**src/hdl/wb_bus_consts.svh**
```systemverilog
// Wishbone shared-bus constants giving the bus sizes and the slave address map
`ifndef WB_BUS_CONSTS_SVH
`define WB_BUS_CONSTS_SVH

// ~~~~~~~~~~~~~~~~~~~~~~~~~~~~~~
// Bus topology
// ~~~~~~~~~~~~~~~~~~~~~~~~~~~~~~
`define WB_NUM_MASTERS 2
`define WB_NUM_SLAVES  3

// Data path widths, one select bit per byte lane
`define WB_ADR_W  32
`define WB_DATA_W 32
`define WB_SEL_W  (`WB_DATA_W / 8)

// ~~~~~~~~~~~~~~~~~~~~~~~~~~~~~~
// Slave memories and address map
// ~~~~~~~~~~~~~~~~~~~~~~~~~~~~~~
`define WB_SLAVE_WORDS  64
`define WB_WINDOW_BYTES (4 * `WB_SLAVE_WORDS)
`define WB_BASE0        32'h0000_0000
`define WB_BASE1        32'h0000_1000
`define WB_BASE2        32'h0000_2000

`endif

```
**src/hdl/wb_bus_pkg.sv**
```systemverilog
// Wishbone bus package with the opcode, request and response types of the shared bus
`default_nettype none

`include "wb_bus_consts.svh"

package wb_bus_pkg;

   // ~~~~~~~~~~~~~~~~~~~~~~~~~~~~~~
   // Opcode
   // ~~~~~~~~~~~~~~~~~~~~~~~~~~~~~~

   // Takes the place of the WE line
   typedef enum logic
   {
      OP_READ  = 1'b0,
      OP_WRITE = 1'b1
   } wb_op_e;

   // ~~~~~~~~~~~~~~~~~~~~~~~~~~~~~~
   // Request and response
   // ~~~~~~~~~~~~~~~~~~~~~~~~~~~~~~

   // Master to slave direction, dat carries write data
   typedef struct packed
   {
      logic                  cyc;
      logic                  stb;
      wb_op_e                op;
      logic [`WB_ADR_W-1:0]  adr;
      logic [`WB_SEL_W-1:0]  sel;
      logic [`WB_DATA_W-1:0] dat;
   } wb_req_t;

   // Slave to master direction, dat carries read data
   // Stall is combinational while ack and err are registered
   typedef struct packed
   {
      logic                  ack;
      logic                  err;
      logic                  stall;
      logic [`WB_DATA_W-1:0] dat;
   } wb_rsp_t;

endpackage

`default_nettype wire

```
**src/hdl/wb_response_router.sv**
```systemverilog
// Wishbone response router that returns ack, err and read data to the requesting master
`timescale 1ns/100ps
`default_nettype none

`include "wb_bus_consts.svh"

module wb_response_router
(
   input  logic                                      wbm_i,
   input  logic                                      arst_n_i,
   input  logic [`WB_NUM_MASTERS-1:0]                owner_i,
   input  logic [`WB_NUM_SLAVES-1:0]                 s_sel_i,
   input  logic                                      miss_i,
   input  logic                                      accept_i,
   input  wb_bus_pkg::wb_rsp_t [`WB_NUM_SLAVES-1:0]  s_rsp_i,
   output wb_bus_pkg::wb_rsp_t [`WB_NUM_MASTERS-1:0] m_rsp_o,
   input  logic [`WB_NUM_MASTERS-1:0]                stall_i
);

   logic [`WB_NUM_MASTERS-1:0] owner_q;
   logic [`WB_NUM_SLAVES-1:0]  sel_q;
   logic                       miss_q;
   logic                       ack_any;
   logic                       err_any;
   logic [`WB_DATA_W-1:0]      rd_dat;
   logic [`WB_NUM_MASTERS-1:0] delivered;

   // ~~~~~~~~~~~~~~~~~~~~~~~~~~~~~~
   // Capture at acceptance
   // ~~~~~~~~~~~~~~~~~~~~~~~~~~~~~~

   // Cleared on idle cycles so a miss raises err for one cycle only
   always_ff @(posedge wbm_i or negedge arst_n_i)
   begin
      if (!arst_n_i)
      begin
         owner_q <= '0;
         sel_q   <= '0;
         miss_q  <= 1'b0;
      end
      else
      begin
         owner_q <= accept_i ? owner_i : '0;
         sel_q   <= accept_i ? s_sel_i : '0;
         miss_q  <= accept_i & miss_i;
      end
   end

   // ~~~~~~~~~~~~~~~~~~~~~~~~~~~~~~
   // Response merge and routing
   // ~~~~~~~~~~~~~~~~~~~~~~~~~~~~~~

   always_comb
   begin
      ack_any = 1'b0;
      err_any = miss_q;
      rd_dat  = '0;
      for (int s = 0; s < `WB_NUM_SLAVES; s++)
      begin
         ack_any = ack_any | s_rsp_i[s].ack;
         err_any = err_any | s_rsp_i[s].err;
         if (sel_q[s])
         begin
            rd_dat = s_rsp_i[s].dat;
         end
      end
   end

   always_comb
   begin
      for (int m = 0; m < `WB_NUM_MASTERS; m++)
      begin
         m_rsp_o[m].ack   = owner_q[m] & ack_any;
         m_rsp_o[m].err   = owner_q[m] & err_any;
         m_rsp_o[m].stall = stall_i[m];
         m_rsp_o[m].dat   = owner_q[m] ? rd_dat : '0;
         delivered[m]     = m_rsp_o[m].ack | m_rsp_o[m].err;
      end
   end

   rsp_one_master: assert property (@(posedge wbm_i) disable iff (!arst_n_i)
      (ack_any || err_any) |-> $onehot(delivered));

   // A slave answer without a bus acceptance one cycle earlier is lost
   rsp_after_accept: assert property (@(posedge wbm_i) disable iff (!arst_n_i)
      (ack_any || err_any) |-> $past(accept_i));

endmodule

`default_nettype wire

```
**config.mk**
```make
export PLATFORM = sky130hd
export DESIGN_NAME = wb_response_router
export DESIGN_NICKNAME = d
export VERILOG_FILES = /design/src/hdl/wb_bus_pkg.sv /design/src/hdl/wb_response_router.sv
export VERILOG_INCLUDE_DIRS = /design/src /design/src/hdl
export SDC_FILE = /design/constraint.sdc
export NUM_CORES = 1
export LEC_CHECK = 0
export BUFFER_PORTS_ARGS = -buffer_cell sky130_fd_sc_hd__buf_2
export CORE_ASPECT_RATIO = 0.8
export CORE_MARGIN = 4
export CORE_UTILIZATION = 35
export CTS_CLUSTER_DIAMETER = 80
export DETAILED_ROUTE_END_ITERATION = 8
export PLACE_DENSITY = 0.88
export SYNTH_ARGS = -nofsm -noshare
export SYNTH_HDL_FRONTEND = slang
export SYNTH_SLANG_ARGS = --single-unit
```
**constraint.sdc**
```tcl
create_clock -name wbm_i -period 2.3 [get_ports wbm_i]
set_input_delay 0.115 -clock wbm_i [delete_from_list [all_inputs] [get_ports wbm_i]]
set_output_delay 0.115 -clock wbm_i [all_outputs]
set_load 0.05 [all_outputs]
```
==> impl_metrics.yaml <==
run_status:
  status: "finished clean"
worst_setup_path:
  crit_type: "register to output port"
  worst-path-max-fanout: 64
  cp_data_arrival_time_ps: 1770
  end_kind: "output port"
  worstPathRequired_ps: 2180
  start_kind: "register"
place:
  place.port_buffers: 178
  dp_cells: 420
  place_area_sq_um: 2330
  gp_congestion: 0.774
  hpwl_microns: 4810
  pre_cts_ws_ps: 662
grt:
  grt_util_all_layers_pct: 21.8
  grt.busiest_layer: "met2"
  antenna_found_initial: 0
  grt_pass1_wl_microns: 9420
  grt_pass1_vias: 2197
  grt_overflow: 0
  met3_usage_pct: 4.52
  grt_start_max_net_pins: 65
  use_met1_pct: 22.7
  grtUsageMet2_pct: 44.3
timing:
  min_period_over_period_pct: 82.0
  maxSlewHeadroom_pct: 64.5
  setup_viol: 0
  max_freq_mhz: 530
  post-route-min-period_ps: 1890
  slew_viol_final: 0
  tns_ps: 0
  worst_pin_slew_ps: 532
  hold_viol: 0
  worst_slack_ps: 414
  rsz0062_at_grt: "no"
cts:
  cts_setup_buffers: 0
  cts_tree: "built"
  path_clk_slew_ps: 30
  cts_htree_levels: 1
  clock_path_buffers: 2
  cts_buffers: 3
  cts_sinks: 6
  root_buffer: "clkbuf_8"
final_layout:
  area_growth_pct: 66.5
  final_core_util_pct: 61.7
  fin_area_sq_um: 2380
  layout.nets: 487
  fillers: 363
  diodes: 0
  drive_gt1_share_pct: 50.9
  final_cell_count_no_fill: 424
  layout_commonest_cell: "buf_2"
  regArea_sq_um: 150
  layout_common_cells: "buf_2 (178), a211oi_1 (64), nand3b_1 (32), a21oi_1 (32), nor2b_1 (32)"
  multi_input_area_sq_um: 1140
drt:
  vias: 2256
  drt_iter0_drc: 101
  drc: 0
  wire_per_inst_microns: 14.4
  ant_nets: 0
  firstDrtPassIters: 5
  drt-total-wl_microns: 6090
  viasPerCell: 5.32
power:
  p_leak_nw: 1.18
  power_density_nw_per_um2: 329
  vdd_drop_max_uv: 311
logic_synthesis:
  yosysWarnings: 0
  syn_inst: 205
  synth_seq_cells: 6
  ys_types: 14
  netlist_area_sq_um: 1430
  yosysSeqAreaShare_pct: 10.5
  synth_area_per_cell_sq_um: 6.97
  syn_nets: 321
flow_run:
  drv_cap: 0
worst_hold_path:
  hp-class: "input pin to register"
  hold_depth: 2
  min_delay_worst_endpoint: "sel_q[1]$_DFF_PN0_"
  hold_start: "s_sel_i[1]"
floorplanning:
  initial_core_util_pct: 37.1
  rows: 20
  dieArea_sq_um: 5180
  num_io_pins: 186
  core_sq_um: 3850
  die_x_microns: 79.4
  die_h_microns: 65.2
## timing repair
action	CTS	global route
hold endpoints to repair	6	0
hold buffers	1	0
resized for setup	0	0
## worst max-delay path by stage
stage | startpoint | endpoint | slack, ps | cells past startpoint
5_1_grt | sel_q[1]$_DFF_PN0_ | m_rsp_o[38] | 270 | 4
3_5_place_dp | owner_q[1]$_DFF_PN0_ | m_rsp_o[53] | 660 | 4
2_1_floorplan | sel_q[2]$_DFF_PN0_ | m_rsp_o[10] | 210 | 4
4_1_cts | owner_q[1]$_DFF_PN0_ | m_rsp_o[53] | 430 | 4
6_report | sel_q[1]$_DFF_PN0_ | m_rsp_o[13] | 410 | 4
3_3_place_gp | owner_q[1]$_DFF_PN0_ | m_rsp_o[38] | 640 | 4
## stage by stage
step                      hold WS (ps)  power (mW)
after global placement           -62.0       0.622
after CTS                          107       0.788
after global routing               120       0.830
final                              110       0.783
after detailed placement         -59.9       0.631
after floorplan                   -181       0.469
## metal layers
layer	part of all wire, %	up-vias
met4	0.53	0
met1	37	1015
met3	8.9	4
met2	53	120
li1	-	1117
met5	0	-
## cell usage after synthesis
cell      count  area, sq um
a21oi_1      32          160
nor2_1        4         15.0
nor3_1        1         5.00
clkinv_1      2         7.51
clkbuf_1      8         30.0
dfrtp_1       6          150
buf_4         2         15.0
a211oi_1     64          480
buf_6         1         11.3
nand3b_1     32          240
nor2b_1      32          200
buf_2        14         70.1
nor4_1        1         6.26
and2_1        6         37.5
## layout make-up
type	instances	share of cell area, %
clock buffer	3	1.74
multi-input combinational	172	48.1
timing repair buffer	186	40.6
tap	55	2.89
inverter	2	0.316
sequential	6	6.31
## state kept, by name, indices dropped and copies added, names as in the netlist
register and cells:
sel_q 3, owner_q 2, miss_q 1
## cells by family after synthesis
family          Yosys count  synth area share, %
buf+inv                  27                 9.37
simple gates             76                 35.3
flops                     6                 10.5
compound gates           96                 44.8
## where the power goes
group | switching (mW) | total [mW] | internal [mW]
clock network | 0.0402 | 0.152 | 0.112
logic | 0.346 | 0.518 | 0.172
registers | 0.00160 | 0.113 | 0.112
## critical path, cell delays in order, from the launching register on
cell and delay (ps):
dfrtp_1 310, buf_4 450, a21oi_1 170, a211oi_1 300, buf_2 310
Note: power is estimated with default switching activity, not from simulation.
