===== src/hdl/wb_bus_consts.svh =====
// Wishbone shared-bus constants giving the bus sizes and the slave address map
`ifndef WB_BUS_CONSTS_SVH
`define WB_BUS_CONSTS_SVH

// ~~~~~~~~~~~~~~~~~~~~~~~~~~~~~~
// Bus topology
// ~~~~~~~~~~~~~~~~~~~~~~~~~~~~~~
`define WB_NUM_MASTERS 2
`define WB_NUM_SLAVES  3

// Data path widths, one select bit per byte lane
`define WB_ADR_W  32
`define WB_DATA_W 32
`define WB_SEL_W  (`WB_DATA_W / 8)

// ~~~~~~~~~~~~~~~~~~~~~~~~~~~~~~
// Slave memories and address map
// ~~~~~~~~~~~~~~~~~~~~~~~~~~~~~~
`define WB_SLAVE_WORDS  64
`define WB_WINDOW_BYTES (4 * `WB_SLAVE_WORDS)
`define WB_BASE0        32'h0000_0000
`define WB_BASE1        32'h0000_1000
`define WB_BASE2        32'h0000_2000

`endif


===== src/hdl/wb_bus_pkg.sv =====
// Wishbone bus package with the opcode, request and response types of the shared bus
`default_nettype none

`include "wb_bus_consts.svh"

package wb_bus_pkg;

   // ~~~~~~~~~~~~~~~~~~~~~~~~~~~~~~
   // Opcode
   // ~~~~~~~~~~~~~~~~~~~~~~~~~~~~~~

   // Takes the place of the WE line
   typedef enum logic
   {
      OP_READ  = 1'b0,
      OP_WRITE = 1'b1
   } wb_op_e;

   // ~~~~~~~~~~~~~~~~~~~~~~~~~~~~~~
   // Request and response
   // ~~~~~~~~~~~~~~~~~~~~~~~~~~~~~~

   // Master to slave direction, dat carries write data
   typedef struct packed
   {
      logic                  cyc;
      logic                  stb;
      wb_op_e                op;
      logic [`WB_ADR_W-1:0]  adr;
      logic [`WB_SEL_W-1:0]  sel;
      logic [`WB_DATA_W-1:0] dat;
   } wb_req_t;

   // Slave to master direction, dat carries read data
   // Stall is combinational while ack and err are registered
   typedef struct packed
   {
      logic                  ack;
      logic                  err;
      logic                  stall;
      logic [`WB_DATA_W-1:0] dat;
   } wb_rsp_t;

endpackage

`default_nettype wire


===== src/hdl/wb_ram_slave.sv =====
// Wishbone RAM slave with byte selects and a fixed one-cycle ack
`timescale 1ns/100ps
`default_nettype none

`include "wb_bus_consts.svh"

module wb_ram_slave
#(
   parameter int DEPTH = `WB_SLAVE_WORDS
)
(
   input  logic                wbm_i,
   input  logic                arst_n_i,
   input  wb_bus_pkg::wb_req_t req_i,
   output wb_bus_pkg::wb_rsp_t rsp_o
);

   localparam int IDX_W = $clog2(DEPTH);

   logic [`WB_DATA_W-1:0] mem [DEPTH];
   logic [`WB_DATA_W-1:0] rd_dat_q;
   logic [IDX_W-1:0]      idx;
   logic                  strobe;
   logic                  ack_q;

   assign strobe = req_i.cyc & req_i.stb;

   // Byte address down to a word index inside the window
   assign idx = req_i.adr[IDX_W+1:2];

   // ~~~~~~~~~~~~~~~~~~~~~~~~~~~~~~
   // Storage
   // ~~~~~~~~~~~~~~~~~~~~~~~~~~~~~~

   always_ff @(posedge wbm_i)
   begin
      if (strobe)
      begin
         if (req_i.op == wb_bus_pkg::OP_WRITE)
         begin
            for (int b = 0; b < `WB_SEL_W; b++)
            begin
               if (req_i.sel[b])
               begin
                  mem[idx][8*b +: 8] <= req_i.dat[8*b +: 8];
               end
            end
         end
         rd_dat_q <= mem[idx];
      end
   end

   // Every accepted strobe is acked on the next clock
   always_ff @(posedge wbm_i or negedge arst_n_i)
   begin
      if (!arst_n_i)
      begin
         ack_q <= 1'b0;
      end
      else
      begin
         ack_q <= strobe;
      end
   end

   always_comb
   begin
      rsp_o       = '0;
      rsp_o.ack   = ack_q;
      rsp_o.dat   = rd_dat_q;
   end

   no_stray_ack: assert property (@(posedge wbm_i) disable iff (!arst_n_i)
      !strobe |=> !rsp_o.ack);

endmodule

`default_nettype wire


===== config.mk =====
export PLATFORM = sky130hd
export DESIGN_NAME = wb_ram_slave
export DESIGN_NICKNAME = d
export VERILOG_FILES = /design/src/hdl/wb_bus_pkg.sv /design/src/hdl/wb_ram_slave.sv
export VERILOG_INCLUDE_DIRS = /design/src /design/src/hdl
export SDC_FILE = /design/constraint.sdc
export NUM_CORES = 2
export LEC_CHECK = 0
export BUFFER_PORTS_ARGS = -buffer_cell sky130_fd_sc_hd__buf_4
export CORE_ASPECT_RATIO = 1.4
export CORE_MARGIN = 2
export CORE_UTILIZATION = 30
export DETAILED_ROUTE_END_ITERATION = 10
export PLACE_DENSITY_LB_ADDON = 0.12
export SLEW_MARGIN = 20
export SYNTH_ARGS = -nofsm -noshare
export SYNTH_HDL_FRONTEND = slang
export SYNTH_SLANG_ARGS = --single-unit

===== constraint.sdc =====
create_clock -name wbm_i -period 1.9 [get_ports wbm_i]
set_clock_uncertainty 0.05 [all_clocks]
set_input_delay 0.095 -clock wbm_i [delete_from_list [all_inputs] [get_ports wbm_i]]
set_output_delay 0.095 -clock wbm_i [all_outputs]
set_load 0.005 [all_outputs]

==> impl_metrics.xml <==
<?xml version="1.0" encoding="UTF-8"?>
<metrics>
  <group name="yosys">
    <metric name="synth.distinct_cells" unit="">67</metric>
    <metric name="synth_top_cell_by_area" unit="">sky130_fd_sc_hd__edfxtp_1</metric>
    <metric name="postSynth.topFlopCell" unit="">sky130_fd_sc_hd__edfxtp_1</metric>
    <metric name="main_combinational_cell_family_by_area_after_synthesis" unit="">compound AO/OA/AOI/OAI gates</metric>
    <metric name="yosys.area_share.simple" unit="%">6.17</metric>
    <metric name="synthMostInstantiatedCell" unit="">sky130_fd_sc_hd__edfxtp_1</metric>
    <metric name="synthTopCellsByArea" unit="">sky130_fd_sc_hd__edfxtp_1, sky130_fd_sc_hd__a221oi_1, sky130_fd_sc_hd__a22oi_1</metric>
    <metric name="synth_compound_area_share" unit="%">11.4</metric>
    <metric name="edff_count_synth" unit="">2080</metric>
    <metric name="post_synth_inst_count" unit="">4815</metric>
    <metric name="synth_seq_area_share" unit="%">77.2</metric>
    <metric name="yosys_register_bits" unit="">2081</metric>
    <metric name="post_synth_most_frequent_cells" unit="">sky130_fd_sc_hd__edfxtp_1, sky130_fd_sc_hd__a221oi_1, sky130_fd_sc_hd__a22oi_1, sky130_fd_sc_hd__nor2_1, sky130_fd_sc_hd__clkbuf_1</metric>
    <metric name="synth_fa_ha_area_share" unit="%">0</metric>
    <metric name="avgSynthCellArea" unit="sq um">16.8</metric>
    <metric name="synthDominantCellAreaShare" unit="%">77.1</metric>
    <metric name="synth-warning-count" unit="">0</metric>
    <metric name="synthesis.area" unit="sq um">81000</metric>
    <metric name="synthArstFlopShare" unit="%">0.0481</metric>
    <metric name="post_synth_mux_area_share" unit="%">2.92</metric>
    <metric name="synth-xor-area-share" unit="%">0</metric>
  </group>
  <group name="die">
    <metric name="die_w" unit="um">443</metric>
    <metric name="fp.dieH" unit="um">619</metric>
    <metric name="design.portCount" unit="">108</metric>
    <metric name="core.rowCount" unit="">225</metric>
    <metric name="start_util" unit="%">30.2</metric>
    <metric name="die_area" unit="sq um">274000</metric>
    <metric name="floorplan.core_area" unit="sq um">268000</metric>
  </group>
  <group name="setup_path">
    <metric name="crit_required" unit="ns">2.42</metric>
    <metric name="critical_path.startpoint_type" unit="">flop</metric>
    <metric name="critPathArrivalTime" unit="ns">2.66</metric>
    <metric name="critPathKind" unit="">reg2reg</metric>
    <metric name="max_stage_delay" unit="ns">0.49</metric>
    <metric name="critPathCaptureType" unit="">flop</metric>
    <metric name="path_common_cell" unit="">sky130_fd_sc_hd__buf_4</metric>
    <metric name="crit_path_max_fanout" unit="">1</metric>
    <metric name="crit_path_top_delay_cell" unit="">sky130_fd_sc_hd__mux4_2</metric>
    <metric name="cp_cell_sequence" unit="">mux4_2, mux2i_1, buf_4, o22ai_2, a21oi_2, buf_4, nand4_1</metric>
  </group>
  <group name="sta">
    <metric name="hold_viol_final" unit="">0</metric>
    <metric name="final_period_minus_worst_setup_slack" unit="ns">2.15</metric>
    <metric name="grt_setup_unrepaired" unit="">yes</metric>
    <metric name="slew-limit-headroom" unit="%">35.2</metric>
    <metric name="setup_ws" unit="ns">-0.247</metric>
    <metric name="clock.fmax" unit="GHz">0.466</metric>
    <metric name="tightest_slew" unit="ns">0.965</metric>
    <metric name="finalSetupTns" unit="ns">-1.95</metric>
    <metric name="setup-violations-final" unit="">28</metric>
    <metric name="final-max-slew-violation-count" unit="">0</metric>
    <metric name="fin_crit_sh" unit="%">113</metric>
  </group>
  <group name="global_routing">
    <metric name="grt_usage" unit="%">25.5</metric>
    <metric name="antenna_found_initial" unit="">20</metric>
    <metric name="maximum_number_of_pins_on_one_net_before_global_route_repair" unit="">65</metric>
    <metric name="grt_remaining_overflow" unit="">0</metric>
    <metric name="first_pass_grt_wire_length" unit="mm">475</metric>
    <metric name="grt_pass1_vias" unit="">53000</metric>
  </group>
  <group name="final_layout">
    <metric name="area.growth.synth_to_final" unit="%">30.4</metric>
    <metric name="drive_gt1_share" unit="%">32.7</metric>
    <metric name="regArea" unit="sq um">62500</metric>
    <metric name="multiInputGateArea" unit="sq um">18400</metric>
    <metric name="fillerInstances" unit="">24600</metric>
    <metric name="final_net_count" unit="">5975</metric>
    <metric name="final_cells" unit="">9599</metric>
  </group>
  <group name="worst_hold_path">
    <metric name="hp-class" unit="">in2reg</metric>
  </group>
  <group name="power_and_ir_drop">
    <metric name="power.static_leakage" unit="nW">34.3</metric>
    <metric name="p_per_area" unit="nW/um^2">939</metric>
    <metric name="vdd_drop_max" unit="mV">0.657</metric>
    <metric name="power.total" unit="mW">99.1</metric>
  </group>
  <group name="route">
    <metric name="routed-via-count" unit="">53400</metric>
    <metric name="route.detailed.drc" unit="">0</metric>
    <metric name="route.detailed.vias_per_inst" unit="">5.57</metric>
    <metric name="firstDrtPassIters" unit="">6</metric>
    <metric name="ant_nets" unit="">0</metric>
    <metric name="routed_wl" unit="mm">357</metric>
    <metric name="dr.first_iter.drc_count" unit="">5903</metric>
    <metric name="drt-wirelength-per-cell" unit="um">37.2</metric>
  </group>
  <group name="place">
    <metric name="place.detailed.instances" unit="">9170</metric>
    <metric name="io_buffers" unit="">79</metric>
    <metric name="gp_routability_congestion" unit="">0.892</metric>
    <metric name="dp_slack" unit="ns">-1.24</metric>
    <metric name="dp_hpwl" unit="mm">257</metric>
  </group>
  <group name="clocking">
    <metric name="ctsLongestPathBuffers" unit="">4</metric>
    <metric name="clkTransAtPathRegs" unit="ns">0.06</metric>
    <metric name="cts_tree" unit="">done</metric>
    <metric name="number_of_buffers_added_for_setup_after_cts" unit="">0</metric>
    <metric name="htree_levels" unit="">4</metric>
    <metric name="clock_sinks" unit="">2081</metric>
    <metric name="worstSkewPairLatency" unit="ns">0.90</metric>
    <metric name="cts_made_buffers" unit="">213</metric>
    <metric name="clock-root-buffer" unit="">sky130_fd_sc_hd__clkbuf_16</metric>
  </group>
  <group name="run">
    <metric name="max_cap_violations" unit="">0</metric>
  </group>
  <group name="outcome">
    <metric name="failed_checks" unit="">negative setup slack</metric>
    <metric name="result_of_the_run" unit="">finished with violations</metric>
  </group>
</metrics>
worst paths after layout:
kind	from	to	slack [ns]	depth (start not counted)
max	mem[30][0]	rd_dat_q[0]	-0.25	7
min	req_i[18]	mem[63][18]	0.12	2
max in group asynchronous	arst_n_i	ack_q	1.10	4
min reg2reg	mem[44][5]	rd_dat_q[5]	0.66	3
min in group asynchronous	arst_n_i	ack_q	0.60	4
max reg2reg	mem[30][0]	rd_dat_q[0]	-0.25	7
cell type report:
type                    count  area share [%]
flip-flops and latches   2081            59.2
multi-input cells        2320            17.4
repair buffers           1282            13.1
clock buffers             257            5.20
well taps                3518            4.17
clock inverters           126           0.932
inverters                   4          0.0261
diodes                     11          0.0261
routing by layer:
metal | GRT usage, % | share of wire [%] | routed length [um]
met5 | 0 | 0.010 | 36
met4 | 11.8 | 5.4 | 19300
met3 | 3.08 | 5.4 | 19300
met2 | 44.2 | 50 | 178000
met1 | 31.6 | 39 | 140000
critical path: cells and delay by family, from the launching register on:
family          cells  cell delay (ns)
mux                 2             0.65
flops               1             0.36
buf+inv             2             0.32
simple gates        1             0.22
compound gates      2             0.19
cells in the final DEF (no fill, tap or decap), types with 73 or more instances in the layout:
cell | Yosys | final
sky130_fd_sc_hd__nor2_1 | 284 | 187
sky130_fd_sc_hd__edfxtp_1 | 2080 | 2080
sky130_fd_sc_hd__mux2_2 | 82 | 73
sky130_fd_sc_hd__and3_1 | 77 | 74
sky130_fd_sc_hd__buf_12 | 0 | 319
sky130_fd_sc_hd__nand3b_1 | 108 | 108
sky130_fd_sc_hd__nand2_1 | 133 | 124
sky130_fd_sc_hd__nor3b_1 | 77 | 74
sky130_fd_sc_hd__a22oi_1 | 324 | 302
sky130_fd_sc_hd__nor2_2 | 1 | 74
sky130_fd_sc_hd__clkbuf_16 | 0 | 213
sky130_fd_sc_hd__o22ai_1 | 136 | 120
sky130_fd_sc_hd__buf_4 | 34 | 902
sky130_fd_sc_hd__a221oi_1 | 388 | 328
through the flow:
stage	area (sq um)	util (%)	hold WS, ns
3_3_place_gp	97400	36.3	-0.179
5_1_grt	106000	39.4	0.0644
4_1_cts	105000	39.1	0.0297
6_report	106000	39.4	0.125
3_5_place_dp	97500	36.3	-0.179
2_1_floorplan	81300	-	-0.251
where the power goes:
group | leakage (nW) | internal, mW | switching (mW) | total, mW
logic | 12.4 | 2.76 | 4.97 | 7.73
registers | 18.7 | 50.6 | 0.129 | 50.7
clock network | 3.18 | 22.3 | 18.4 | 40.7
total | 34.3 | 75.7 | 23.5 | 99.1
sequential cells by signal, summed over array words and instances, names as in the netlist:
name	flops
rd_dat_q	32
ack_q	1
mem	2048
cell families after synthesis:
| group | after synthesis |
|---|---|
| compound gates | 1227 |
| buf+inv | 415 |
| flops | 2081 |
| mux | 172 |
| other cells | 1 |
| simple gates | 919 |
timing repair:
action	CTS	global route
hold buffers	42	0
endpoints found under the hold margin	2216	0
endpoints found under the setup margin	38	62
pin swaps	47	54
resized for setup	139	106
(Power assumes the default switching activity.)
