$ cat config.mk
export PLATFORM = sky130hd
export DESIGN_NAME = wb_priority_arbiter
export DESIGN_NICKNAME = d
export VERILOG_FILES = /design/src/hdl/wb_bus_pkg.sv /design/src/hdl/wb_priority_arbiter.sv
export VERILOG_INCLUDE_DIRS = /design/src /design/src/hdl
export SDC_FILE = /design/constraint.sdc
export NUM_CORES = 1
export LEC_CHECK = 0
export BUFFER_PORTS_ARGS = -buffer_cell sky130_fd_sc_hd__clkbuf_2
export CAP_MARGIN = 5
export CORE_AREA = 2 2 86 88
export CTS_BUF_LIST = sky130_fd_sc_hd__clkbuf_16
export DETAILED_ROUTE_END_ITERATION = 8
export DIE_AREA = 0 0 88 90
export PLACE_DENSITY = 0.5
export SLEW_MARGIN = 25
export SYNTH_ARGS = -nofsm -noshare
export SYNTH_HDL_FRONTEND = slang
export SYNTH_SLANG_ARGS = --single-unit
$ cat constraint.sdc
create_clock -name wbm_i -period 2.29 [get_ports wbm_i]
set_input_delay 0.1145 -clock wbm_i [delete_from_list [all_inputs] [get_ports wbm_i]]
set_output_delay 0.1145 -clock wbm_i [all_outputs]
set_load 0.005 [all_outputs]
$ cat src/hdl/wb_bus_consts.svh
// Wishbone shared-bus constants giving the bus sizes and the slave address map
`ifndef WB_BUS_CONSTS_SVH
`define WB_BUS_CONSTS_SVH

// ~~~~~~~~~~~~~~~~~~~~~~~~~~~~~~
// Bus topology
// ~~~~~~~~~~~~~~~~~~~~~~~~~~~~~~
`define WB_NUM_MASTERS 2
`define WB_NUM_SLAVES  3

// Data path widths, one select bit per byte lane
`define WB_ADR_W  32
`define WB_DATA_W 32
`define WB_SEL_W  (`WB_DATA_W / 8)

// ~~~~~~~~~~~~~~~~~~~~~~~~~~~~~~
// Slave memories and address map
// ~~~~~~~~~~~~~~~~~~~~~~~~~~~~~~
`define WB_SLAVE_WORDS  64
`define WB_WINDOW_BYTES (4 * `WB_SLAVE_WORDS)
`define WB_BASE0        32'h0000_0000
`define WB_BASE1        32'h0000_1000
`define WB_BASE2        32'h0000_2000

`endif

$ cat src/hdl/wb_bus_pkg.sv
// Wishbone bus package with the opcode, request and response types of the shared bus
`default_nettype none

`include "wb_bus_consts.svh"

package wb_bus_pkg;

   // ~~~~~~~~~~~~~~~~~~~~~~~~~~~~~~
   // Opcode
   // ~~~~~~~~~~~~~~~~~~~~~~~~~~~~~~

   // Takes the place of the WE line
   typedef enum logic
   {
      OP_READ  = 1'b0,
      OP_WRITE = 1'b1
   } wb_op_e;

   // ~~~~~~~~~~~~~~~~~~~~~~~~~~~~~~
   // Request and response
   // ~~~~~~~~~~~~~~~~~~~~~~~~~~~~~~

   // Master to slave direction, dat carries write data
   typedef struct packed
   {
      logic                  cyc;
      logic                  stb;
      wb_op_e                op;
      logic [`WB_ADR_W-1:0]  adr;
      logic [`WB_SEL_W-1:0]  sel;
      logic [`WB_DATA_W-1:0] dat;
   } wb_req_t;

   // Slave to master direction, dat carries read data
   // Stall is combinational while ack and err are registered
   typedef struct packed
   {
      logic                  ack;
      logic                  err;
      logic                  stall;
      logic [`WB_DATA_W-1:0] dat;
   } wb_rsp_t;

endpackage

`default_nettype wire

$ cat src/hdl/wb_priority_arbiter.sv
// Wishbone priority arbiter that locks the shared bus to one master per bus cycle
`timescale 1ns/100ps
`default_nettype none

`include "wb_bus_consts.svh"

module wb_priority_arbiter
(
   input  logic                                      wbm_i,
   input  logic                                      arst_n_i,
   input  wb_bus_pkg::wb_req_t [`WB_NUM_MASTERS-1:0] m_req_i,
   output wb_bus_pkg::wb_req_t                       bus_req_o,
   output logic [`WB_NUM_MASTERS-1:0]                owner_o,
   output logic [`WB_NUM_MASTERS-1:0]                stall_o
);

   logic [`WB_NUM_MASTERS-1:0] cyc;
   logic [`WB_NUM_MASTERS-1:0] owner_q;
   logic [`WB_NUM_MASTERS-1:0] grant;
   logic                       locked;

   always_comb
   begin
      for (int i = 0; i < `WB_NUM_MASTERS; i++)
      begin
         cyc[i] = m_req_i[i].cyc;
      end
   end

   // The previous owner keeps the bus for as long as it holds cyc
   assign locked = |(owner_q & cyc);

   // ~~~~~~~~~~~~~~~~~~~~~~~~~~~~~~
   // Grant
   // ~~~~~~~~~~~~~~~~~~~~~~~~~~~~~~

   // On a free bus the lowest index wins, so scan downward and let it overwrite
   always_comb
   begin
      grant = '0;
      if (locked)
      begin
         grant = owner_q;
      end
      else
      begin
         for (int i = `WB_NUM_MASTERS - 1; i >= 0; i--)
         begin
            if (cyc[i])
            begin
               grant    = '0;
               grant[i] = 1'b1;
            end
         end
      end
   end

   always_ff @(posedge wbm_i or negedge arst_n_i)
   begin
      if (!arst_n_i)
      begin
         owner_q <= '0;
      end
      else
      begin
         owner_q <= grant;
      end
   end

   // ~~~~~~~~~~~~~~~~~~~~~~~~~~~~~~
   // Bus mux and stall
   // ~~~~~~~~~~~~~~~~~~~~~~~~~~~~~~

   always_comb
   begin
      bus_req_o = '0;
      for (int i = 0; i < `WB_NUM_MASTERS; i++)
      begin
         if (grant[i])
         begin
            bus_req_o = m_req_i[i];
         end
      end
   end

   // Slaves never stall, so only a master without the bus is held off
   assign stall_o = cyc & ~grant;
   assign owner_o = grant;

   owner_onehot0: assert property (@(posedge wbm_i) disable iff (!arst_n_i)
      $onehot0(owner_o));

endmodule

`default_nettype wire

==> results of run 1 <==
==> cell usage in the layout (no fill, tap or decap) <==
| cell type | n |
|---|---|
| sky130_fd_sc_hd__a21oi_4 | 1 |
| sky130_fd_sc_hd__a22o_2 | 1 |
| sky130_fd_sc_hd__a21oi_2 | 1 |
| sky130_fd_sc_hd__clkbuf_16 | 3 |
| sky130_fd_sc_hd__mux2_2 | 1 |
| sky130_fd_sc_hd__buf_12 | 1 |
| sky130_fd_sc_hd__nand2_1 | 3 |
| sky130_fd_sc_hd__a22o_1 | 69 |
| sky130_fd_sc_hd__inv_1 | 1 |
| sky130_fd_sc_hd__nor3_1 | 1 |
| sky130_fd_sc_hd__dfrtp_1 | 2 |
| sky130_fd_sc_hd__o21ai_0 | 1 |
| sky130_fd_sc_hd__clkbuf_2 | 218 |
| sky130_fd_sc_hd__buf_4 | 2 |
| sky130_fd_sc_hd__and2_2 | 1 |
| sky130_fd_sc_hd__dlygate4sd3_1 | 1 |
| sky130_fd_sc_hd__a21o_2 | 1 |
| sky130_fd_sc_hd__nor2_1 | 1 |
==> area by class of cell <==
| class | instances | area, um^2 |
|---|---|---|
| inverter | 1 | 3.754 |
| sequential | 2 | 50.05 |
| timing repair buffer | 222 | 1136 |
| tap | 99 | 123.9 |
| clock buffer | 3 | 75.07 |
| fill | 768 | 4940 |
| multi-input combinational | 81 | 691.9 |
==> layer usage <==
metal	vias up	share of wire (%)	GRT usage, %
li1	848	-	-
met1	740	37	11.71
met2	114	51	20.08
met3	6	10	0.8264
met4	0	1.1	3.077
met5	-	0	0
==> power groups by stage <==
stage / logic (W) / clock network (W) / registers [W]
after floorplan: 0.000271 / 0 / 0.0000431
after global placement: 0.000519 / 0 / 0.0000437
after detailed placement: 0.000521 / 0 / 0.0000440
after CTS: 0.000524 / 0.000273 / 0.0000436
after global routing: 0.000570 / 0.000273 / 0.0000444
final: 0.000518 / 0.000266 / 0.0000436
==> cells by family after synthesis <==
family | synth area share [%]
compound gates | 72.80
flops | 5.579
buf+inv | 17.43
simple gates | 2.928
mux | 1.255
==> per-stage QoR <==
step                      setup WS (ns)  power (W)  cell area (um^2)  instances
after floorplan                   1.054  0.0003141             897.1         99
after global placement           0.8167  0.0005630              1996        404
after detailed placement         0.7980  0.0005649              1996        404
after CTS                        0.5595  0.0008404              2081        408
after global routing             0.4662  0.0008877              2081        408
final                            0.5789  0.0008270              2081        408
==> worst max-delay path by stage <==
stage,end,cells past startpoint,slack (ns),start
after detailed placement,bus_req_o[13],5,0.80,owner_q[0]
after global placement,bus_req_o[26],5,0.82,owner_q[0]
after global routing,bus_req_o[24],5,0.47,owner_q[0]
final,bus_req_o[24],5,0.58,owner_q[0]
after CTS,bus_req_o[13],5,0.56,owner_q[0]
after floorplan,bus_req_o[10],5,1.05,owner_q[0]
==> results.txt, run 1 <==
- The max-slew violation count is 0.
- Summed over all layers, the routed wires come to 4788 um.
- Derived from the worst setup path, the maximum achievable clock frequency is 584.4 MHz.
- Post-CTS repair changed the size of 0 cells.
- Yosys mapped a number of flops with a built-in enable equal to 0.
* Worst R2R Start: owner_q[1]
- Pin placement for this block handled 219 I/O pins.
* Hold Violations, Final: 0
- The flow ran to the end, and the final reports show no timing, DRC or antenna violations.
* Type of the tightest min-delay check: in2async
- Vias in the first global route: 1,532
- On the final layout, the worst clock skew is 0.001899 ns.
- For this design the static power due to leakage is 1.299 nW.
* Cell types with the largest area share after synthesis: sky130_fd_sc_hd__a22o_1 (67%), sky130_fd_sc_hd__buf_6 (15%), sky130_fd_sc_hd__dfrtp_1 (5.6%)
* Post-synth top area share: 67.36%
- Sequential cells account for 5.3% of the total power.
- In the final design database the tool counted 455 nets.
- The setup check on the worst reg-to-reg path leaves a slack of 1.23 ns.
* Via/cell ratio: 4.186
- Counting cells, the worst reg-to-reg path comes to 3.
- Count of mapped cells out of synthesis: 99
* Final cycle utilization of the critical path: 74.72%
- Slowest Stage Delay on Critical Path: 0.41 ns
- Startpoint Class: flop
- The cell area that synthesis handed to floorplanning was 897.1 um^2.
- Inserted Clock Buffers: 3
* Core Rows: 31
* Clock root buffer: sky130_fd_sc_hd__clkbuf_16
- Drt wl/cell: 11.74 um
- Cell internal power was estimated by the tool at 0.0005592 W.
- For this design the total switching power over the nets is 0.0002678 W.
* Kind of cell with the highest combined delay on the critical path: buffers and inverters
* Clock latency on the worst-skew pair: 0.22 ns
- Critical path endpoint category: output port
- The first global-routing pass estimated 6837 um of wire.
- Once detailed placement completed, the half-perimeter wirelength came to 4014 um.
* Final-layout setup total negative slack: 0 ns
- Maximum level of the CTS H-tree: 1
- Global routing consumed, over all layers together, 10.41% of the routing resources.
- For this run, design rule violations remaining after detail routing come to 0.
- At the end of routability-driven placement, the weighted congestion stood at 0.7834.
* Share of cells above drive strength 1: 74.43%
- Port-buffer cells: 218
- Largest net degree at the start of global routing: 73
- Final Critical Period: 1.711 ns
* Remaining antenna violation count: 0
- Across the run, the number of max-cap violations was 0.
- Clock-pin slew reported for the worst setup and hold paths after clock tree synthesis: 0.03 ns
- CP max stage cell: sky130_fd_sc_hd__dfrtp_1
* Count of hold-fix buffers inserted at cts: 1
- Cell with the most instances after synthesis: sky130_fd_sc_hd__a22o_1
* Average size of a mapped cell: 9.062 um^2
* Die Span X: 88 um
- The number of antenna diodes in the final layout is 0.
- CP required: 2.18 ns
- Overall via count from detail_route: 1,708
- Layout overhead on the synthesized area: 131.9%
- Register bit count reported by yosys: 2
- Combinational logic burns 62.6% of the power.
- Area enclosed by the die boundary: 7920 um^2
* Most frequent cells after synthesis: sky130_fd_sc_hd__a22o_1 (69), sky130_fd_sc_hd__buf_6 (12), sky130_fd_sc_hd__nand2_1 (3)
- The clock network is responsible for 32.1% of the overall power.
- Setup violations remaining at the end of the flow were counted as 0.
* Detailed-routing iteration count for the pre-antenna-repair pass: 4
* Cells along the critical path: o21ai_0 -> and2_2 -> buf_4 -> a22o_1 -> clkbuf_2
* Registers with the most flip-flops: owner_q x2
- For this block, the initial DRC count from the detailed router was 55.
- For the pin with the worst max-slew slack, the measured transition is 0.3698 ns.
* Max-Slew Margin vs Limit: 75.35%
- After synthesis, flip-flops and latches occupy 5.579% of the total area.
- The register with the most flip-flops in the layout has 2 of them.
* Final Hold Slack: 0.2065 ns
* Crit path buffers/inverters: 2
- Peak supply drop: 0.4404 mV
- Kind of critical path: reg2out
- Crit-path max FO: 37
- In this run the post-CTS setup repair buffer count came out at 0.
- Distinct cell type count of the synthesized netlist: 16
- Setup repair after global routing left no endpoint under its margin.
* Number of antenna violations at the first check in global routing: 0
- Cell type with the largest total area after synthesis: sky130_fd_sc_hd__a22o_1
- Critical Path AT: 1.60 ns
- The initial utilization of the core area, before any placement, comes to 12.78%.
* Destination of the worst register-to-register timing path: owner_q[1]
- Share of the core filled with cells in the final layout: 29.64%
- Summed over all layers, the global routing overflow is 0.
* Clock tree from TritonCTS: built
* Net switching share of the total power: 32.39%
- The region available for standard cell placement spans 7020 um^2.
- Buffer depth of the longest clock path: 2
- Dividing total power by cell area gives a power density of 397.5 nW/um^2.
- Post-synth top flop: sky130_fd_sc_hd__dfrtp_1
- Total number of yosys warnings: 0
- Register with the highest flop count: owner_q
* Vertical die dimension: 90 um
* Post-Synthesis Net Count: 243
* TritonCTS sink count: 2
- Async set-reset flop share out of synthesis: 100.0%
No activity file was read; power rests on OpenSTA's default activity.
==> run 2: changes to the inputs <==
--- a/config.mk
+++ b/config.mk
@@ -8,11 +8,11 @@
 export LEC_CHECK = 0
 export BUFFER_PORTS_ARGS = -buffer_cell sky130_fd_sc_hd__clkbuf_2
 export CAP_MARGIN = 5
-export CORE_AREA = 2 2 86 88
+export CORE_AREA = 2 2 84 86
 export CTS_BUF_LIST = sky130_fd_sc_hd__clkbuf_16
 export DETAILED_ROUTE_END_ITERATION = 8
-export DIE_AREA = 0 0 88 90
-export PLACE_DENSITY = 0.5
+export DIE_AREA = 0 0 86 88
+export PLACE_DENSITY = 0.52
 export SLEW_MARGIN = 25
 export SYNTH_ARGS = -nofsm -noshare
 export SYNTH_HDL_FRONTEND = slang
==> constraint.sdc (replaced) <==
create_clock -name wbm_i -period 1.65 [get_ports wbm_i]
set_input_delay 0.0825 -clock wbm_i [delete_from_list [all_inputs] [get_ports wbm_i]]
set_output_delay 0.0825 -clock wbm_i [all_outputs]
set_load 0.005 [all_outputs]
==> run 2 against run 1 <==
  * Clock power grew 38%
  * Flip-flop and latch count is the same
  * Critical endpoint is now bus_req_o[0]
  * Critical path depth is the same
  * Critical path type unchanged
  * First-iteration DRC count shrank 71%
  * Worst hold slack lost 0.031 ns
  * Via count grew 2.1%
  * Cell count shrank 3.9%
==> results.txt, run 2 (same netlist as run 1, synthesis figures left out) <==
* Status: completed
* Setup slack after layout: 0.1191 ns
- Layout overhead on the synthesized area: 140.0%
* Hold Violations, Final: 0
* Registers with the most flip-flops: owner_q x2
* Final net count: 458
* Core Box Area: 6644 um^2
- In the final routing, the length of wire on met1 measures 1794 um.
- RSZ-0062 raised after global routing: no
- Detail Placement HPWL: 4035 um
* CP required: 1.57 ns
- Number of flip-flops in the largest register: 2
* Layout filler cell count: 710
- In this run the number of H-tree levels came out at 1.
* Clock-pin slew reported for the worst setup and hold paths after clock tree synthesis: 0.03 ns
- The routed design uses 2696 um of met2 wire.
- Internal power comes to 0.0008186 W.
- Placer's final routability congestion estimate: 0.8138
* Kind of critical path: reg2out
- The tool flagged a number of max-cap violations equal to 0.
* Net switching share of the total power: 32.15%
- Die Span X: 86 um
- Slowest Stage Delay on Critical Path: 0.41 ns
- Counting the buffers created by CTS gives 3.
- Power spread over the standard cell area amounts to 560.3 nW/um^2.
* Overflow after GRT: 0
- Overall via count from detail_route: 1,744
- Entering global routing, the biggest net connects 38 pins.
- Share of the core filled with cells in the final layout: 32.41%
- Final Critical Period: 1.531 ns
* Max-Slew Margin vs Limit: 87.80%
- The tightest hold path in the finished design has a slack of 0.1756 ns.
- For this design, the slowest cell found on the critical path is sky130_fd_sc_hd__dfrtp_1.
- Detailed-routed wire length on met3: 514 um
* Port-buffer cells: 218
- Post-detailed-route DRC marker count: 0
* Final cycle utilization of the critical path: 92.78%
* Highest Clock Rate: 653.2 MHz
* Startpoint Class: flop
* Clock root buffer: sky130_fd_sc_hd__clkbuf_16
- In this run the remaining antenna-violating nets after routing total 0.
* Net switching power: 0.0003880 W
- Crit path buffers/inverters: 2
* Post CTS Setup Buffer Count: 0
- TritonCTS sink count: 2
- Setup slack on the worst reg-to-reg path comes out at 0.66 ns.
- Vertical die dimension: 88 um
* Highest layer used for signal routing: met3
- Clock latency on the worst-skew pair: 0.22 ns
* Global-route wire length before repair: 6272 um
- Ranked by flip-flop count, first place goes to owner_q.
* Combinational power share: 64.5%
* Kind of cell with the highest combined delay on the critical path: compound AO/OA/AOI/OAI gates
- Leak Pwr: 1.341 nW
* Final-layout setup total negative slack: 0 ns
- The initial utilization of the core area, before any placement, comes to 13.50%.
- The floorplan step defined a die boundary enclosing 7568 um^2.
- Leaving out fill and tap cells, the most frequent cell in the layout is sky130_fd_sc_hd__clkbuf_2.
- Clock tree from TritonCTS: built
- At the worst endpoint, the arrival time is 1.45 ns.
* Vias in the first global route: 1,510
- The number of antenna violations at the first check in global routing was 0.
- Total of endpoints with negative setup slack in the final report: 0
- In this run the worst path has a maximum fanout of 37.
* Detailed-routing iteration count for the pre-antenna-repair pass: 4
- In this run the core area contains 30 standard-cell rows.
- Buffer depth of the longest clock path: 2
- Peak supply drop: 0.6585 mV
* GRT Util Overall: 10.03%
- OpenSTA, run right after detailed placement, puts the worst setup slack at 0.2990 ns.
- During I/O placement, the number of pins put on the boundary was 219.
* Drt wl/cell: 12.77 um
- Initial drt markers: 16
* Relative contribution of the clock network to total power: 30.5%
* Type of the tightest min-delay check: in2async
- The max-slew violation count was 0.
- Walking the worst path, the cells encountered are a21oi_2 -> a21oi_4 -> buf_12 -> a22o_2 -> clkbuf_2.
- # diodes: 0
- Registers are responsible for 5.0% of the overall power.
- Via/cell ratio: 4.449
- Least-Margin Pin Slew: 0.1816 ns
- Leading cell types in the layout, fill and taps excluded: sky130_fd_sc_hd__clkbuf_2 (218), sky130_fd_sc_hd__a22o_1 (69), sky130_fd_sc_hd__clkbuf_16 (5), sky130_fd_sc_hd__buf_12 (4), sky130_fd_sc_hd__nand2_1 (3)
- Of the cells placed in the final design, the portion with a size suffix greater than 1 is 74.68%.
* Routed wire length: 5004 um
- Critical path endpoint category: output port
- Worst clock skew on the final layout: 0.001795 ns
==> run 2: layer usage <==
metal,track usage [%],up-vias
li1,-,855
met1,10.18,775
met2,21.35,114
met3,1.320,0
met4,2.020,0
met5,0,-
==> run 2: cell type report <==
class	count	area, um^2	share of cell area (%)
timing repair buffer	225	1231	57.18
clock buffer	3	75.07	3.486
tap	80	100.1	4.648
sequential	2	50.05	2.324
multi-input combinational	81	693.2	32.19
inverter	1	3.754	0.1743
==> run 2: timing repair <==
item,CTS,global route
hold buffers,1,0
resized for setup,0,2
endpoints found under the setup margin,0,6
hold endpoints to repair,2,0
==> run 2: power groups by stage <==
| stage | Combinational, W | Sequential, W | Clock [W] |
|---|---|---|---|
| floorplan | 0.000376 | 0.0000598 | 0 |
| global placement | 0.000748 | 0.0000606 | 0 |
| detailed placement | 0.000751 | 0.0000611 | 0 |
| CTS | 0.000755 | 0.0000606 | 0.000375 |
| global route | 0.000847 | 0.0000618 | 0.000377 |
| finish | 0.000778 | 0.0000607 | 0.000368 |
==> run 2: stage by stage <==
stage	std cells	total power (W)	instance area, um^2
final	392	0.001207	2153
after global routing	392	0.001285	2153
after CTS	390	0.001191	2102
after detailed placement	386	0.0008120	2017
after global placement	386	0.0008084	2017
after floorplan	99	0.0004360	897.1
==> run 2: worst register-to-register path: stages (launching register included) <==
cell and delay [ns]:
sky130_fd_sc_hd__dfrtp_1 0.39, sky130_fd_sc_hd__inv_1 0.10, sky130_fd_sc_hd__a21oi_4 0.20, sky130_fd_sc_hd__buf_12 0.21
==> run 2: worst paths after layout <==
| kind | cells past startpoint | startpoint | end |
|---|---|---|---|
| min reg2reg | 1 | owner_q[0] | owner_q[0] |
| min in group wbm_i | 3 | m_req_i[141] | owner_q[0] |
| min | 2 | arst_n_i | owner_q[1] |
| max reg2reg | 3 | owner_q[1] | owner_q[1] |
| max in group asynchronous | 2 | arst_n_i | owner_q[0] |
| max | 5 | owner_q[0] | bus_req_o[0] |
